===== config.mk =====
export PLATFORM = sky130hd
export DESIGN_NAME = atop_filter
export DESIGN_NICKNAME = d
export VERILOG_FILES = /design/src/hw/atop_pkg.sv /design/src/hw/atop_filter.sv
export VERILOG_INCLUDE_DIRS = /design/src /design/src/hw
export SDC_FILE = /design/constraint.sdc
export NUM_CORES = 1
export LEC_CHECK = 0
export BUFFER_PORTS_ARGS = -buffer_cell sky130_fd_sc_hd__buf_2
export CORE_AREA = 2 2 121 123
export CTS_CLUSTER_DIAMETER = 100
export DETAILED_ROUTE_END_ITERATION = 7
export DIE_AREA = 0 0 123 125
export GPL_TIMING_DRIVEN = 0
export PLACE_DENSITY_LB_ADDON = 0.05
export REMOVE_ABC_BUFFERS = 1
export SYNTH_ARGS = -nofsm -noshare
export SYNTH_HDL_FRONTEND = slang
export SYNTH_SLANG_ARGS = --single-unit

===== constraint.sdc =====
create_clock -name clk_i -period 2.9 [get_ports clk_i]
set_clock_uncertainty 0.05 [all_clocks]
set_input_delay 0.58 -clock clk_i [delete_from_list [all_inputs] [get_ports clk_i]]
set_output_delay 0.58 -clock clk_i [all_outputs]
set_load 0.01 [all_outputs]

===== src/hw/atop_config.svh =====
`ifndef ATOP_CONFIG_SVH
`define ATOP_CONFIG_SVH

// AXI channel widths.
`define ATOP_ID_W 4
`define ATOP_ADDR_W 16 // Byte address.
`define ATOP_DATA_W 32

// Writes forwarded to the memory that may still owe W data.
`define ATOP_MAX_WRITES 4

// Slave memory size in data words.
`define ATOP_MEM_WORDS 256

`endif


===== src/hw/atop_pkg.sv =====
package atop_pkg;

`include "atop_config.svh"

	// AXI write and read response codes.
	typedef enum logic [1:0] {
		RESP_OKAY   = 2'b00,
		RESP_SLVERR = 2'b10
	} resp_e;

	// ATOP class, taken from atop[5:4].
	typedef enum logic [1:0] {
		ATOP_NONE     = 2'b00,
		ATOP_STORE    = 2'b01,
		ATOP_LOAD     = 2'b10,
		ATOP_SWAP_CMP = 2'b11
	} atop_class_e;

	// ~~~~~~~~~~~~~~~~~~~~~~~~~~~~~~~~~~~~~~~~~~~~~~~~~~~~~~~~~~~~~~~~~~~~~~
	// Channel payloads.
	// ~~~~~~~~~~~~~~~~~~~~~~~~~~~~~~~~~~~~~~~~~~~~~~~~~~~~~~~~~~~~~~~~~~~~~~
	typedef struct packed {
		logic [`ATOP_ID_W-1:0]   id;
		logic [`ATOP_ADDR_W-1:0] addr;
		logic [7:0]              len;  // Beats minus one.
		logic [2:0]              size;
		logic [5:0]              atop;
	} aw_chan_t;

	typedef struct packed {
		logic [`ATOP_DATA_W-1:0] data;
		logic                    last;
	} w_chan_t;

	typedef struct packed {
		logic [`ATOP_ID_W-1:0] id;
		resp_e                 resp;
	} b_chan_t;

	typedef struct packed {
		logic [`ATOP_ID_W-1:0]   id;
		logic [`ATOP_ADDR_W-1:0] addr;
		logic [7:0]              len;
		logic [2:0]              size;
	} ar_chan_t;

	typedef struct packed {
		logic [`ATOP_ID_W-1:0]   id;
		logic [`ATOP_DATA_W-1:0] data;
		resp_e                   resp;
		logic                    last;
	} r_chan_t;

	// ~~~~~~~~~~~~~~~~~~~~~~~~~~~~~~~~~~~~~~~~~~~~~~~~~~~~~~~~~~~~~~~~~~~~~~
	// Filter FSM states.
	// ~~~~~~~~~~~~~~~~~~~~~~~~~~~~~~~~~~~~~~~~~~~~~~~~~~~~~~~~~~~~~~~~~~~~~~
	typedef enum logic [2:0] {
		W_PASS,   // Normal forwarding.
		W_DRAIN,  // Finish W data of earlier writes.
		W_ABSORB, // Swallow the ATOP's W beats.
		W_ERR_B,
		W_WAIT_R  // Error read burst still pending.
	} w_state_e;

	typedef enum logic {
		R_PASS,
		R_ERR
	} r_state_e;

endpackage


===== src/hw/atop_filter.sv =====
`timescale 1ns/1ps
`include "atop_config.svh"

module atop_filter (
	input  logic               clk_i,
	input  logic               rst_ni,
	// Upstream side.
	input  atop_pkg::aw_chan_t slv_aw_i,
	input  logic               slv_aw_valid_i,
	output logic               slv_aw_ready_o,
	input  atop_pkg::w_chan_t  slv_w_i,
	input  logic               slv_w_valid_i,
	output logic               slv_w_ready_o,
	output atop_pkg::b_chan_t  slv_b_o,
	output logic               slv_b_valid_o,
	input  logic               slv_b_ready_i,
	input  atop_pkg::ar_chan_t slv_ar_i,
	input  logic               slv_ar_valid_i,
	output logic               slv_ar_ready_o,
	output atop_pkg::r_chan_t  slv_r_o,
	output logic               slv_r_valid_o,
	input  logic               slv_r_ready_i,
	// Downstream side.
	output atop_pkg::aw_chan_t mst_aw_o,
	output logic               mst_aw_valid_o,
	input  logic               mst_aw_ready_i,
	output atop_pkg::w_chan_t  mst_w_o,
	output logic               mst_w_valid_o,
	input  logic               mst_w_ready_i,
	input  atop_pkg::b_chan_t  mst_b_i,
	input  logic               mst_b_valid_i,
	output logic               mst_b_ready_o,
	output atop_pkg::ar_chan_t mst_ar_o,
	output logic               mst_ar_valid_o,
	input  logic               mst_ar_ready_i,
	input  atop_pkg::r_chan_t  mst_r_i,
	input  logic               mst_r_valid_i,
	output logic               mst_r_ready_o
);
	import atop_pkg::*;

	localparam int unsigned CNT_W = $clog2(`ATOP_MAX_WRITES + 1);
	localparam logic [CNT_W-1:0] MAX_CNT = CNT_W'(`ATOP_MAX_WRITES);

	logic [CNT_W-1:0] w_cnt_d, w_cnt_q; // Forwarded writes still owing W data.
	w_state_e w_state_d, w_state_q;
	r_state_e r_state_d, r_state_q;
	logic [`ATOP_ID_W-1:0] id_d, id_q;
	logic [7:0] r_beats_d, r_beats_q;
	logic r_busy_d, r_busy_q; // Forwarded R burst is mid-transfer.
	atop_class_e aw_class;

	// One-entry length register toward the read path.
	logic [7:0] cmd_len_q;
	logic cmd_valid_q;
	logic cmd_push, cmd_pop;

	assign aw_class = atop_class_e'(slv_aw_i.atop[5:4]);

	// ~~~~~~~~~~~~~~~~~~~~~~~~~~~~~~~~~~~~~~~~~~~~~~~~~~~~~~~~~~~~~~~~~~~~~~
	// Write path.
	// ~~~~~~~~~~~~~~~~~~~~~~~~~~~~~~~~~~~~~~~~~~~~~~~~~~~~~~~~~~~~~~~~~~~~~~
	always_comb begin
		mst_aw_valid_o = 1'b0;
		slv_aw_ready_o = 1'b0;
		mst_w_valid_o = 1'b0;
		slv_w_ready_o = 1'b0;
		mst_b_ready_o = slv_b_ready_i;
		slv_b_valid_o = mst_b_valid_i;
		slv_b_o = mst_b_i;
		id_d = id_q;
		cmd_push = 1'b0;
		w_state_d = w_state_q;
		unique case (w_state_q)
			W_PASS: begin
				if (w_cnt_q < MAX_CNT) begin
					mst_aw_valid_o = slv_aw_valid_i;
					slv_aw_ready_o = mst_aw_ready_i;
				end
				if (w_cnt_q != '0) begin
					mst_w_valid_o = slv_w_valid_i;
					slv_w_ready_o = mst_w_ready_i;
				end
				if (slv_aw_valid_i && aw_class != ATOP_NONE) begin
					mst_aw_valid_o = 1'b0; // Atomic never reaches the memory.
					slv_aw_ready_o = 1'b1;
					id_d = slv_aw_i.id;
					cmd_push = (aw_class != ATOP_STORE);
					w_state_d = (w_cnt_q != '0) ? W_DRAIN : W_ABSORB;
				end
			end
			W_DRAIN: begin
				if (w_cnt_q != '0) begin
					mst_w_valid_o = slv_w_valid_i;
					slv_w_ready_o = mst_w_ready_i;
				end else begin
					w_state_d = W_ABSORB;
				end
			end
			W_ABSORB: begin
				slv_w_ready_o = 1'b1;
				if (slv_w_valid_i && slv_w_i.last) w_state_d = W_ERR_B;
			end
			W_ERR_B: begin
				mst_b_ready_o = 1'b0; // Memory B waits behind the local one.
				slv_b_valid_o = 1'b1;
				slv_b_o.id = id_q;
				slv_b_o.resp = RESP_SLVERR;
				if (slv_b_ready_i) begin
					w_state_d = (cmd_valid_q && !cmd_pop) ? W_WAIT_R : W_PASS;
				end
			end
			W_WAIT_R: begin
				if (!cmd_valid_q) w_state_d = W_PASS;
			end
			default: w_state_d = W_PASS;
		endcase
	end

	always_comb begin
		w_cnt_d = w_cnt_q;
		if (mst_aw_valid_o && mst_aw_ready_i) w_cnt_d = w_cnt_d + 1'b1;
		if (mst_w_valid_o && mst_w_ready_i && slv_w_i.last) w_cnt_d = w_cnt_d - 1'b1;
	end

	always_comb begin
		mst_aw_o = slv_aw_i;
		mst_aw_o.atop = '0;
	end

	assign mst_w_o = slv_w_i;

	// ~~~~~~~~~~~~~~~~~~~~~~~~~~~~~~~~~~~~~~~~~~~~~~~~~~~~~~~~~~~~~~~~~~~~~~
	// Read path.
	// ~~~~~~~~~~~~~~~~~~~~~~~~~~~~~~~~~~~~~~~~~~~~~~~~~~~~~~~~~~~~~~~~~~~~~~
	assign mst_ar_o = slv_ar_i;
	assign mst_ar_valid_o = slv_ar_valid_i;
	assign slv_ar_ready_o = mst_ar_ready_i;

	always_comb begin
		slv_r_valid_o = mst_r_valid_i;
		mst_r_ready_o = slv_r_ready_i;
		slv_r_o = mst_r_i;
		cmd_pop = 1'b0;
		r_beats_d = r_beats_q;
		r_state_d = r_state_q;
		r_busy_d = r_busy_q;
		unique case (r_state_q)
			R_PASS: begin
				if (mst_r_valid_i && slv_r_ready_i) r_busy_d = !mst_r_i.last;
				// A memory beat already on the bus must not be replaced.
				if (cmd_valid_q && !r_busy_d && !(mst_r_valid_i && !slv_r_ready_i)) begin
					r_beats_d = cmd_len_q;
					r_state_d = R_ERR;
				end
			end
			R_ERR: begin
				mst_r_ready_o = 1'b0;
				slv_r_valid_o = 1'b1;
				slv_r_o.id = id_q;
				slv_r_o.data = '0;
				slv_r_o.resp = RESP_SLVERR;
				slv_r_o.last = (r_beats_q == '0);
				if (slv_r_ready_i) begin
					if (r_beats_q == '0) begin
						cmd_pop = 1'b1;
						r_state_d = R_PASS;
					end else begin
						r_beats_d = r_beats_q - 1'b1;
					end
				end
			end
			default: r_state_d = R_PASS;
		endcase
	end

	// ~~~~~~~~~~~~~~~~~~~~~~~~~~~~~~~~~~~~~~~~~~~~~~~~~~~~~~~~~~~~~~~~~~~~~~
	// Registers.
	// ~~~~~~~~~~~~~~~~~~~~~~~~~~~~~~~~~~~~~~~~~~~~~~~~~~~~~~~~~~~~~~~~~~~~~~
	always_ff @(posedge clk_i or negedge rst_ni) begin
		if (!rst_ni) begin
			w_cnt_q <= '0;
			w_state_q <= W_PASS;
			r_state_q <= R_PASS;
			r_beats_q <= '0;
			r_busy_q <= 1'b0;
			cmd_valid_q <= 1'b0;
		end else begin
			w_cnt_q <= w_cnt_d;
			w_state_q <= w_state_d;
			r_state_q <= r_state_d;
			r_beats_q <= r_beats_d;
			r_busy_q <= r_busy_d;
			if (cmd_push) begin
				cmd_valid_q <= 1'b1;
			end else if (cmd_pop) begin
				cmd_valid_q <= 1'b0;
			end
		end
	end

	always_ff @(posedge clk_i) begin
		id_q <= id_d;
		if (cmd_push) cmd_len_q <= slv_aw_i.len;
	end

endmodule


# Word-level counts from Yosys, hierarchy flattened
# Index checks and enable logic that the tools add are counted.
[word_totals]
reg_bits = 29
in_bits = 158
output_inout_bits = 156
wordCells = 93
[classes]
add_sub_neg = 3
magnitude_cmp = 1
eq_ne = 13
n_mux = 43
bitwise = 1
reduce_logical = 24
[ops]
columns = ["op", "n"]
rows = [
  ["2-to-1 mux 39 bit", 1],
  ["2-to-1 mux 1 bit", 25],
  ["2-to-1 mux 3 bit", 8],
  ["2-to-1 mux 8 bit", 3],
  ["inequality test 2 bit, second input constant", 8],
  ["case mux 8 bit (2 select lines)", 1],
  ["case mux 3 bit (5 select lines)", 1],
  ["logical AND 1 bit", 10],
  ["logical NOT 8 bit", 1],
  ["subtractor 8 x 1 -> 8 bit, second input constant", 1],
  ["== test 3 x 2 -> 1 bit, second input constant", 2],
  ["2-to-1 mux 6 bit", 1],
  ["logical NOT 1 bit", 5],
  ["AND reduction 5 bit", 1],
  ["case mux 1 bit (2 select lines)", 2],
  ["nonzero test 2 bit", 2],
  ["adder 3 x 1 -> 3 bit, second input constant", 1],
  ["== test 3 x 1 -> 1 bit, second input constant", 1],
  ["== test 3 bit, second input constant", 1],
  ["logical NOT 3 bit", 1],
  ["< comparator 3 bit, second input constant", 1],
  ["AND reduction 3 bit", 1],
  ["nonzero test 3 bit", 1],
  ["subtractor 3 x 1 -> 3 bit, second input constant", 1],
  ["other kinds (5)", 5],
]

# Logic depth before layout (Yosys ltp)
[depth]
depth_word = 9
mapped_depth = 7
depth_no_buf = 6

# Least setup slack after synthesis
# No wires, ideal clock.
[synth_path]
path_type = "reg2out"
start = "register w_state_q[1]"
end = "output slv_b_o[2] (netlist name)"
arrival_ps = 1214
required_time_ps = 2270
slack_ps = 1056
path_stages_with_launch = 4
path_buffers = 1
cell_sequence = "dfrtp_1 > clkbuf_1 > nand3_1 > mux2_2"
[synth_lines]
columns = ["item", "line", "rtl"]
rows = [
  ["from (decl)", "atop_filter.sv:46", "w_state_e w_state_d, w_state_q;"],
  ["from (signal assigned)", "atop_filter.sv:190", "w_state_q <= w_state_d;"],
  ["to (decl)", "atop_filter.sv:14", "output atop_pkg::b_chan_t slv_b_o,"],
]

==> impl_metrics.env <==
export IMPL_tightest_slew_ns=0.811
export IMPL_whs_ns=0.205
export IMPL_min_path_type="input port to async pin"
export IMPL_vias=2375
export IMPL_first_global_vias=2367
export IMPL_post_cts_buffers=0
export IMPL_synth_seq_cells=29
export IMPL_die_w_um=123
export IMPL_finalWirelength_um=20700
export IMPL_syn_area_um2=2730
export IMPL_required_ns=2.27
export IMPL_peakVddDrop_mv=0.259
export IMPL_max_freq_mhz=402
export IMPL_swShare_pct=43.3
export IMPL_dp_hpwl_um=18300
export IMPL_cts_made_buffers=5
export IMPL_drv_cap=0
export IMPL_antenna_found_initial=0
export IMPL_synth_simple_area_share_pct=22.6
export IMPL_p_seq_share_pct=28.6
export IMPL_synthAdderAreaFrac_pct=2.29
export IMPL_wl_per_cell_um=39.2
export IMPL_routed_via_density=4.51
export IMPL_synthCells=307
export IMPL_rows=44
export IMPL_antenna_cells=0
export IMPL_grt_overflow_total=0
export IMPL_synth_xor_area_share_pct=0.961
export IMPL_synth_area_per_cell_um2=8.91
export IMPL_crit_path_end_kind="output port"
export IMPL_die_area_um2=15400
export IMPL_rsz0062_at_grt="false"
export IMPL_insertion_delay_ns=0.28
export IMPL_place_area_um2=2870
export IMPL_clk_path_buf_depth=2
export IMPL_clkSlewWorstSetupHoldPaths_ns=0.06
export IMPL_status="finished clean"
export IMPL_ys_seq_area_share_pct=28.7
export IMPL_p_leak_nw=1.43
export IMPL_power_share_clock_pct=22.7
export IMPL_dr_pass1_iters=6
export IMPL_postCtsResizedCells=0
export IMPL_crit_type="register to output port"
export IMPL_async_flop_share_pct=58.6
export IMPL_fp_coreArea_um2=14200
export IMPL_cts_hold_buf=0
export IMPL_maxSlewHeadroom_pct=45.4
export IMPL_final_nets=505
export IMPL_synth_edf_count=12
export IMPL_drv_slew=0
export IMPL_finalHoldViolations=0
export IMPL_place_port_buffers=135
export IMPL_fin_crit_sh_pct=85.8
export IMPL_p_switching_mw=1.15
export IMPL_grt_pass1_wl_um=25500
export IMPL_synth_main_ff_cell="dfrtp_1"
export IMPL_synth_top_family_by_area="buffers and inverters"
export IMPL_cts_tree="yes"
export IMPL_muxShareOfSynthArea_pct=5.63
export IMPL_worstPathArrival_ns=1.86
export IMPL_min_period_ns=2.49
export IMPL_path_max_fanout=11
export IMPL_fin_area_um2=3030
export IMPL_start_util_pct=19.2
export IMPL_syn_to_final_growth_pct=10.8
export IMPL_root_buffer="clkbuf_16"
export IMPL_ctsHtreeMaxLevel=2
export IMPL_fin_ws_ns=0.412
export IMPL_ant_nets=0
export IMPL_pin_count=314
export IMPL_synth_cell_types=52
export IMPL_powerDensity_nw_per_um2=878
export IMPL_die_height_um=125
export IMPL_combinationalPowerShare_pct=48.6
export IMPL_drive_above_1_share_pct=48.7
export IMPL_ys_warn_count=0
export IMPL_timing_critical_path_from_type="register"
export IMPL_post_place_ws_ns=0.657
export IMPL_cts_sinks=29
export IMPL_setup_viol=0
export IMPL_grt_max_degree=44
export IMPL_route_detailed_drc=0
export IMPL_drt_iter0_drc=135
export IMPL_grt_usage_pct=26.3
export IMPL_synth_compound_area_share_pct=8.79
export IMPL_gp_congestion=0.836
export IMPL_p_int_mw=1.51
export IMPL_final_core_util_pct=21.3
==> final cells by class <==
class                   instances  area, µm²
inverters                       8       30.0
multi-input cells             162       1120
well taps                     184        230
clock buffers                   6        129
repair buffers                136        696
fillers                      1602      11200
flip-flops and latches         29        787
clock inverters                 2       35.0
==> worst max-delay path, cell delays in order, from the launching register on <==
cell,delay (ns)
dfrtp_1,0.57
nand3_1,0.45
mux2_2,0.41
buf_2,0.14
==> flip-flops by register name, indices dropped and copies added (netlist names) <==
signal,count
cmd_valid_q,1
w_state_q,3
cmd_len_q,8
r_beats_q,8
id_q,4
w_cnt_q,3
r_state_q,1
r_busy_q,1
==> placed cells by master, fill, tap and decap left out, types with 2 or more instances in the layout <==
cell | netlist | layout
inv_1 | 8 | 8
and2_1 | 2 | 2
edfxtp_1 | 12 | 12
a22oi_1 | 2 | 2
nor3_1 | 5 | 5
nand2_1 | 16 | 16
a31oi_1 | 4 | 4
or2_2 | 3 | 3
nand2b_1 | 6 | 6
o21ai_0 | 5 | 5
ha_1 | 5 | 5
buf_2 | 3 | 135
mux2i_1 | 3 | 3
xor2_1 | 2 | 2
o211ai_1 | 2 | 2
a21oi_1 | 5 | 5
nor2b_1 | 37 | 37
mux2_2 | 11 | 11
nor2_1 | 8 | 8
conb_1 | 1 | 6
nand4_1 | 3 | 3
nand3_1 | 4 | 4
o22ai_1 | 2 | 2
nor4_1 | 2 | 2
and3_1 | 5 | 5
clkbuf_16 | 0 | 5
dfrtp_1 | 17 | 16
==> power groups by stage <==
stage	registers, mW	clock network (mW)	logic (mW)
floorplan	0.756	0	0.730
global placement	0.843	0	1.21
detailed placement	0.767	0	1.30
CTS	0.761	0.627	1.31
global route	0.789	0.645	1.44
finish	0.762	0.605	1.29
==> through the flow <==
stage                     cells  power [mW]  TNS (ns)
final                       527        2.66         0
after global routing        527        2.87         0
after CTS                   527        2.69         0
after detailed placement    519        2.07         0
after global placement      518        2.05    -0.907
after floorplan             199        1.49         0
==> worst paths after layout <==
| check | depth (start not counted) | to | from | slack [ns] |
|---|---|---|---|---|
| hold reg to reg | 2 | r_busy_q | r_busy_q | 0.45 |
| max in group asynchronous | 1 | r_state_q | rst_ni | 2.23 |
| setup reg to reg | 5 | r_beats_q[7] | r_state_q | 0.77 |
| setup / recovery | 3 | slv_b_o[4] | w_state_q[0] | 0.41 |
| hold / removal | 1 | r_beats_q[4] | rst_ni | 0.20 |
| min in group clk_i | 1 | cmd_len_q[0] | slv_aw_i[9] | 0.43 |
==> cells by family after synthesis <==
kind of cell / count (synthesis)
xor+xnor: 3
mux: 14
flops: 29
compound gates: 33
buf+inv: 121
fa+ha+maj: 5
other cells: 1
simple gates: 101
==> synthesized netlist by cell type, drive strengths merged (2+ instances only) <==
cell	n	area [µm²]
a22oi	2	15.0
mux2	11	124
nand3	4	20.0
nand2b	6	37.5
ha	5	62.6
o22ai	2	12.5
dfrtp	17	425
mux2i	3	30.0
nor2	9	36.3
nor4	4	46.3
nor3	6	41.3
o211ai	2	15.0
a21oi	5	25.0
edfxtp	12	360
nand2	16	60.1
inv	8	30.0
and2	2	12.5
nand4	3	18.8
o21ai	5	25.0
buf	106	788
or2	3	18.8
a211o	2	18.8
clkbuf	7	26.3
xor2	2	17.5
a31oi	4	25.0
and3	5	31.3
nor2b	37	231
==> layer usage <==
metal  vias to the layer above  global-route usage, %  wire length (µm)
met5                         -                   2.96                33
met4                         2                   6.28               469
met3                        16                   26.5              4690
met2                       324                   39.5              8950
met1                      1040                   25.3              6530
li1                        993                      -                 -
No activity file was read; power rests on OpenSTA's default activity.
